<file path="src/verilog/cnnBuf_cfg.svh">
`ifndef CNN_BUF_CFG_SVH
`define CNN_BUF_CFG_SVH

// Weights per wide row.
`define LANES 8

// Weight and pixel widths.
`define K_BITS 8
`define X_BITS 8

// Result width, wide enough for eight 16-bit products.
`define Y_BITS 20

// Number of wide weight rows.
`define W_ROWS 32

// Number of result entries.
`define RES_DEPTH 64

// Result read latency in cycles.
`define RES_LATENCY 2

`endif

</file>
<file path="src/verilog/cnnAddrPkg.sv">
`default_nettype none

`include "cnnBuf_cfg.svh"

package cnnAddrPkg;

  localparam int laneBits = $clog2(`LANES);
  localparam int rowBits = $clog2(`W_ROWS);

  // Narrow address, row in the upper bits and lane in the lower bits.
  typedef logic [rowBits+laneBits-1:0] laneAddrT;

  typedef logic [rowBits-1:0] rowAddrT;

  typedef logic [$clog2(`RES_DEPTH)-1:0] resAddrT;

endpackage

`default_nettype wire

</file>
<file path="src/verilog/cnnDataPkg.sv">
`default_nettype none

`include "cnnBuf_cfg.svh"

package cnnDataPkg;

  // One signed weight.
  typedef logic signed [`K_BITS-1:0] weightT;

  // One signed pixel.
  typedef logic signed [`X_BITS-1:0] pixelT;

  // Full row as read by the engine, lane 0 in the low byte.
  typedef weightT [`LANES-1:0] weightRowT;

  // Pixels that go with one start.
  typedef pixelT [`LANES-1:0] pixelVecT;

  // Accumulated dot product.
  typedef logic signed [`Y_BITS-1:0] sumT;

endpackage

`default_nettype wire

</file>
<file path="src/verilog/cnnBufTop.sv">
`timescale 1ns/10ps
`default_nettype none

`include "cnnBuf_cfg.svh"

module cnnBufTop (
  input  logic                  clkA,
  input  logic                  arstN,
  input  logic                  wgtWe,
  input  cnnAddrPkg::laneAddrT  wgtAddr,
  input  cnnDataPkg::weightT    wgtData,
  input  logic                  start,
  input  cnnAddrPkg::rowAddrT   rowSel,
  input  cnnDataPkg::pixelVecT  pixels,
  input  cnnAddrPkg::resAddrT   resSel,
  input  logic                  rdEn,
  input  cnnAddrPkg::resAddrT   rdAddr,
  output cnnDataPkg::sumT       rdData,
  output logic                  rdValid
);

  import cnnDataPkg::*;
  import cnnAddrPkg::*;

  // Wide read port between packer and engine.
  logic      rowRdEn;
  rowAddrT   rowRdAddr;
  weightRowT rowWord;

  // Result write port.
  logic    resWe;
  resAddrT resWrAddr;
  sumT     resWrData;

  weightPacker u_weightPacker (
    .clkA      (clkA),
    .wgtWe     (wgtWe),
    .wgtAddr   (wgtAddr),
    .wgtData   (wgtData),
    .rowRdEn   (rowRdEn),
    .rowRdAddr (rowRdAddr),
    .rowWord   (rowWord)
  );

  dotEngine u_dotEngine (
    .clkA      (clkA),
    .arstN     (arstN),
    .start     (start),
    .rowSel    (rowSel),
    .pixels    (pixels),
    .resSel    (resSel),
    .rowRdEn   (rowRdEn),
    .rowRdAddr (rowRdAddr),
    .rowWord   (rowWord),
    .resWe     (resWe),
    .resWrAddr (resWrAddr),
    .resWrData (resWrData)
  );

  resultBuffer #(
    .LATENCY (`RES_LATENCY)
  ) u_resultBuffer (
    .clkA    (clkA),
    .arstN   (arstN),
    .wrEn    (resWe),
    .wrAddr  (resWrAddr),
    .wrData  (resWrData),
    .rdEn    (rdEn),
    .rdAddr  (rdAddr),
    .rdData  (rdData),
    .rdValid (rdValid)
  );

endmodule

`default_nettype wire

</file>
<file path="src/verilog/dotEngine.sv">
`timescale 1ns/10ps
`default_nettype none

`include "cnnBuf_cfg.svh"

module dotEngine (
  input  logic                   clkA,
  input  logic                   arstN,
  input  logic                   start,
  input  cnnAddrPkg::rowAddrT    rowSel,
  input  cnnDataPkg::pixelVecT   pixels,
  input  cnnAddrPkg::resAddrT    resSel,
  output logic                   rowRdEn,
  output cnnAddrPkg::rowAddrT    rowRdAddr,
  input  cnnDataPkg::weightRowT  rowWord,
  output logic                   resWe,
  output cnnAddrPkg::resAddrT    resWrAddr,
  output cnnDataPkg::sumT        resWrData
);

  import cnnDataPkg::*;
  import cnnAddrPkg::*;

  typedef logic signed [`K_BITS+`X_BITS-1:0] prodT;

  // Stage one, pixels and address wait alongside the row fetch.
  logic     s1Valid;
  pixelVecT s1Pix;
  resAddrT  s1Addr;

  // Stage two, registered products.
  logic     s2Valid;
  prodT     prodQ [`LANES];
  resAddrT  s2Addr;

  sumT prodSum;

  // Row read goes out in the same cycle as the start.
  assign rowRdEn = start;
  assign rowRdAddr = rowSel;

  always_ff @(posedge clkA or negedge arstN) begin
    if (!arstN) begin
      s1Valid <= 1'b0;
      s2Valid <= 1'b0;
      resWe <= 1'b0;
    end else begin
      s1Valid <= start;
      s2Valid <= s1Valid;
      resWe <= s2Valid;
    end
  end

  always_ff @(posedge clkA) begin
    if (start) begin
      s1Pix <= pixels;
      s1Addr <= resSel;
    end
  end

  // The fetched row is now aligned with the delayed pixels.
  always_ff @(posedge clkA) begin
    if (s1Valid) begin
      for (int i = 0; i < `LANES; i++) begin
        prodQ[i] <= prodT'(rowWord[i]) * prodT'(s1Pix[i]);
      end
      s2Addr <= s1Addr;
    end
  end

  // Adder tree over sign-extended products.
  always_comb begin
    prodSum = '0;
    for (int i = 0; i < `LANES; i++) begin
      prodSum = prodSum + sumT'(prodQ[i]);
    end
  end

  always_ff @(posedge clkA) begin
    if (s2Valid) begin
      resWrData <= prodSum;
      resWrAddr <= s2Addr;
    end
  end

endmodule

`default_nettype wire

</file>
<file path="src/verilog/resultBuffer.sv">
`timescale 1ns/10ps
`default_nettype none

`include "cnnBuf_cfg.svh"

module resultBuffer #(
  parameter int LATENCY = `RES_LATENCY
) (
  input  logic                 clkA,
  input  logic                 arstN,
  input  logic                 wrEn,
  input  cnnAddrPkg::resAddrT  wrAddr,
  input  cnnDataPkg::sumT      wrData,
  input  logic                 rdEn,
  input  cnnAddrPkg::resAddrT  rdAddr,
  output cnnDataPkg::sumT      rdData,
  output logic                 rdValid
);

  import cnnDataPkg::*;

  sumT resMem [`RES_DEPTH];

  sumT readWord;

  // Stage 0 is the memory output register, the rest is delay.
  sumT dataPipe [LATENCY];
  logic [LATENCY-1:0] validPipe;

  always_ff @(posedge clkA) begin
    if (wrEn) begin
      resMem[wrAddr] <= wrData;
    end
  end

  // Write-first on an address collision.
  assign readWord = (wrEn && (wrAddr == rdAddr)) ? wrData : resMem[rdAddr];

  always_ff @(posedge clkA) begin
    if (rdEn) begin
      dataPipe[0] <= readWord;
    end
    for (int i = 1; i < LATENCY; i++) begin
      dataPipe[i] <= dataPipe[i-1];
    end
  end

  always_ff @(posedge clkA or negedge arstN) begin
    if (!arstN) begin
      validPipe <= '0;
    end else begin
      validPipe[0] <= rdEn;
      for (int i = 1; i < LATENCY; i++) begin
        validPipe[i] <= validPipe[i-1];
      end
    end
  end

  assign rdData = dataPipe[LATENCY-1];
  assign rdValid = validPipe[LATENCY-1];

endmodule

`default_nettype wire

</file>
<file path="src/verilog/weightPacker.sv">
`timescale 1ns/10ps
`default_nettype none

`include "cnnBuf_cfg.svh"

module weightPacker (
  input  logic                   clkA,
  input  logic                   wgtWe,
  input  cnnAddrPkg::laneAddrT   wgtAddr,
  input  cnnDataPkg::weightT     wgtData,
  input  logic                   rowRdEn,
  input  cnnAddrPkg::rowAddrT    rowRdAddr,
  output cnnDataPkg::weightRowT  rowWord
);

  import cnnDataPkg::*;
  import cnnAddrPkg::*;

  // Wide storage, one entry per row of weights.
  weightRowT rowMem [`W_ROWS];

  rowAddrT wrRow;
  logic [laneBits-1:0] wrLane;
  logic [`LANES-1:0] laneEn;

  // Split the narrow address into row and lane.
  assign wrRow = wgtAddr[laneBits +: rowBits];
  assign wrLane = wgtAddr[laneBits-1:0];

  // One-hot lane enable.
  always_comb begin
    laneEn = '0;
    laneEn[wrLane] = wgtWe;
  end

  // Only the addressed lane is touched, so the rest of the row survives.
  always_ff @(posedge clkA) begin
    for (int i = 0; i < `LANES; i++) begin
      if (laneEn[i]) begin
        rowMem[wrRow][i] <= wgtData;
      end
    end
  end

  // Wide read port, word holds until the next read.
  always_ff @(posedge clkA) begin
    if (rowRdEn) begin
      rowWord <= rowMem[rowRdAddr];
    end
  end

endmodule

`default_nettype wire

</file>
<file path="config.mk">
export PLATFORM = sky130hd
export DESIGN_NAME = cnnBufTop
export DESIGN_NICKNAME = d
export VERILOG_FILES = /design/src/verilog/cnnAddrPkg.sv /design/src/verilog/cnnDataPkg.sv /design/src/verilog/cnnBufTop.sv /design/src/verilog/dotEngine.sv /design/src/verilog/resultBuffer.sv /design/src/verilog/weightPacker.sv
export VERILOG_INCLUDE_DIRS = /design/src /design/src/verilog
export SDC_FILE = /design/constraint.sdc
export NUM_CORES = 2
export LEC_CHECK = 0
export BUFFER_PORTS_ARGS = -buffer_cell sky130_fd_sc_hd__buf_2
export CORE_ASPECT_RATIO = 0.7
export CORE_UTILIZATION = 35
export DETAILED_ROUTE_END_ITERATION = 7
export MAX_ROUTING_LAYER = met4
export PLACE_DENSITY = 0.56
export SLEW_MARGIN = 30
export SYNTH_ARGS = -nofsm -noshare
export SYNTH_HDL_FRONTEND = slang
export SYNTH_SLANG_ARGS = --single-unit
</file>
<file path="constraint.sdc">
create_clock -name clkA -period 9.6 [get_ports clkA]
set_input_delay 0.96 -clock clkA [delete_from_list [all_inputs] [get_ports clkA]]
set_output_delay 0.96 -clock clkA [all_outputs]
set_load 0.02 [all_outputs]
</file>
==> flow_summary_export.csv <==
group,metric,value,unit
outcome,status,"finished, final reports clean",
clocking,clockBufferDepth,4,
setup_path,path_max_fanout,5,
timing,max-slew-margin-rel,31.21,%
yosys,syn_inst,8410,
yosys,ys_ff_latch,3667,
floorplan,dieArea,461900,um^2
yosys,syn_area,160700,um^2
setup_path,start_kind,"register",
yosys,ys.flop_type,"edfxtp_1",
clocking,htree_levels,5,
drt,vias,79206,
clocking,cts_buffers,355,
setup_path,crit_path_end,"u_dotEngine.resWrData[16]",
pwr,power_leakage,59.86,nW
drt,viasPerCell,5.247,
timing,hold_violations,0,
run,maxCapViolations,0,
setup_path,r2r_cells,23,
drt,route.detailed.drc,0,
global_routing,grt_max_degree,157,
floorplan,rows,207,
yosys,ys_seq_area_share,68.38,%
timing,min_period_over_period,62.63,%
global_routing,grt_pass1_vias,80208,
yosys,synthTopCellsByCount,"edfxtp_1, mux4_2, inv_1, fa_1, nor2_1",
drt,first_iter_violations,8972,
setup_path,crit_start,"u_dotEngine.prodQ[0][1]",
cells_and_area,nNetsFinal,9605,
drt,totalWireLength,415.1,mm
yosys,synth_edf_count,3642,
yosys,yosysTopAreaCell,"edfxtp_1",
clocking,cts_sinks,3667,
global_routing,grt-ovfl-total,0,
drt,post_drt_wl_per_cell,27.50,um
yosys,yosysMostFrequentCell,"edfxtp_1",
yosys,async_flop_share,0.1364,%
placed_design,gp_congestion,0.8274,
clocking,clkLatencyLatePin,1.00,ns
global_routing,antenna_found_initial,50,
drt,final_antenna_net_count,0,
setup_path,reg2reg_to,"u_dotEngine.resWrData[16]",
timing,rsz0062_at_grt,"false",
placed_design,placed_cells,14399,
timing,maxSlewViolCount,0,
placed_design,port_buffers,122,
setup_path,crit_required,10.26,ns
clocking,clockRootBuffer,"clkbuf_16",
pwr,powerDensity,327.0,nW/um^2
clocking,post_cts_buffers,0,
global_routing,grtUsageTotal,18.20,%
setup_path,critPathKind,"register to register",
clocking,hold_buffers,1,
cells_and_area,final_cells,15096,
yosys,avgSynthCellArea,19.11,um^2
yosys,synth.area.top_cells,"edfxtp_1, mux4_2, fa_1",
timing,fin_tns_setup,0,ns
clocking,cts_tree,"built",
yosys,netlist.area_leader.share,68.06,%
floorplan,initial_core_util,35.27,%
timing,worstMarginPinSlew,1.032,ns
floorplan,die_h,568.9,um
clocking,path_clk_slew,0.07,ns
cells_and_area,areaGrowthSynthToFinish,12.71,%
setup_path,r2r_start,"u_dotEngine.prodQ[0][1]",
setup_path,end_kind,"register",
timing,fmax,0.1663,GHz
cells_and_area,drive_gt1_share,20.50,%
pwr,ir_drop,1662,uV
floorplan,core,455600,um^2
setup_path,crit_arrival,6.67,ns
global_routing,grt_pass1_wl,594.8,mm
clocking,cts_resized,0,
yosys,syn-num-nets,9306,
floorplan,io_pins,123,
drt,drt_pass1_iterations,8,
floorplan,fp.dieW,811.9,um
setup_path,rrSetupSlack,3.59,ns
yosys,ys_types,65,
yosys,yosysWarningCount,0,
placed_design,dpl.hpwl,260.4,mm
timing,setup-violations-final,0,
timing,fin_crit,6.012,ns
hold_path,min_path_type,"input pin to register",
timing,finClkSkew,0.1003,ns
==> routing by layer <==
metal	wire length, um	vias to the layer above	track usage (%)
met4	7007	0	3.108
met1	189200	42632	26.96
li1	-	33220	-
met5	0	-	-
met2	182400	2921	26.01
met3	36480	433	4.180
==> layout by cell type (no fill, tap or decap), drive strengths merged, types with 84 or more instances in the layout <==
cell,count
mux4,863
clkbuf,452
edfxtp,3642
nor2,375
buf,272
xnor2,150
ha,266
mux2,84
inv,671
and2,324
mux2i,196
a21oi,92
fa,528
nand2,231
clkinv,149
==> registers in the layout, indices dropped and copies added, names as in the netlist <==
name,count
u_dotEngine.s2Addr,6
u_dotEngine.resWe,1
u_dotEngine.s2Valid,1
u_resultBuffer.dataPipe,40
u_resultBuffer.validPipe,2
u_dotEngine.s1Pix,64
u_dotEngine.resWrAddr,6
u_dotEngine.s1Addr,6
u_weightPacker.rowWord,64
u_dotEngine.s1Valid,1
u_dotEngine.prodQ,128
u_dotEngine.resWrData,20
u_weightPacker.rowMem,2048
u_resultBuffer.resMem,1280
==> area by class of cell <==
cell class,instances,area [um^2]
fillers,40351,274400
flip-flops and latches,3667,109900
multi-input cells,3746,47300
clock buffers,443,9454
well taps,6061,7584
inverters,657,2466
repair buffers,282,2357
clock inverters,202,1979
diodes,38,95.09
==> worst min-delay path by stage <==
stage / from / endpoint / slack [ns] / depth (start not counted)
finish: resSel[4] / u_dotEngine.s1Addr[4] / 0.18 / 1
global route: resSel[4] / u_dotEngine.s1Addr[4] / 0.12 / 1
CTS: pixels[34] / u_dotEngine.s1Pix[34] / 0.10 / 1
detailed placement: u_resultBuffer.dataPipe[0][11] / u_resultBuffer.dataPipe[0][31] / 0.33 / 0
global placement: u_resultBuffer.dataPipe[0][18] / u_resultBuffer.dataPipe[0][38] / 0.33 / 0
floorplan: u_resultBuffer.dataPipe[0][0] / u_resultBuffer.dataPipe[0][20] / 0.32 / 0
==> per-stage QoR <==
| step | cell area (um^2) | util [%] | worst slack, ns | hold slack [ns] | total power (W) |
|---|---|---|---|---|---|
| final | 181100 | 39.76 | 3.588 | 0.1818 | 0.05923 |
| after global routing | 181100 | 39.75 | 3.288 | 0.1183 | 0.06301 |
| after CTS | 180700 | 39.66 | 3.580 | 0.1024 | 0.05960 |
| after detailed placement | 169200 | 37.15 | 3.613 | 0.3299 | 0.04550 |
| after global placement | 169100 | 37.12 | 3.629 | 0.3330 | 0.04531 |
| after floorplan | 160700 | - | 4.146 | 0.3233 | 0.03938 |
==> power by group <==
group | switching [W] | total [W] | leakage, nW | internal, W
Combinational | 0.0140 | 0.0245 | 21.1 | 0.0105
Sequential | 0.000430 | 0.0207 | 33.2 | 0.0203
Clock | 0.00621 | 0.0140 | 5.57 | 0.00780
Total | 0.0206 | 0.0592 | 59.9 | 0.0386
==> kinds of logic after synthesis <==
logic type,synth area share [%]
xor gates and xnor gates,0.9320
adders and majority gates,8.649
muxes,13.90
and+or+nand+nor,3.516
buffers and inverters,2.495
DFF,68.38
AOI/OAI and AO/OA,2.120
==> worst max-delay path, cell delays in order, from the launching register on <==
cell       delay, ns
edfxtp_1        0.32
inv_1           0.06
fa_1            0.53
inv_1           0.04
ha_1            0.20
inv_1           0.08
fa_1            0.21
nor2b_1         0.07
o31a_1          0.28
o41a_1          0.38
o2111ai_1       0.28
a21oi_1         0.14
xor2_1          0.17
fa_1            0.49
inv_1           0.05
fa_1            0.47
inv_1           0.05
fa_1            0.43
ha_1            0.37
a2111oi_0       0.43
a21oi_1         0.23
a21o_1          0.23
a21oi_1         0.16
xnor2_1         0.08
Power figures use the tool's default switching activity.
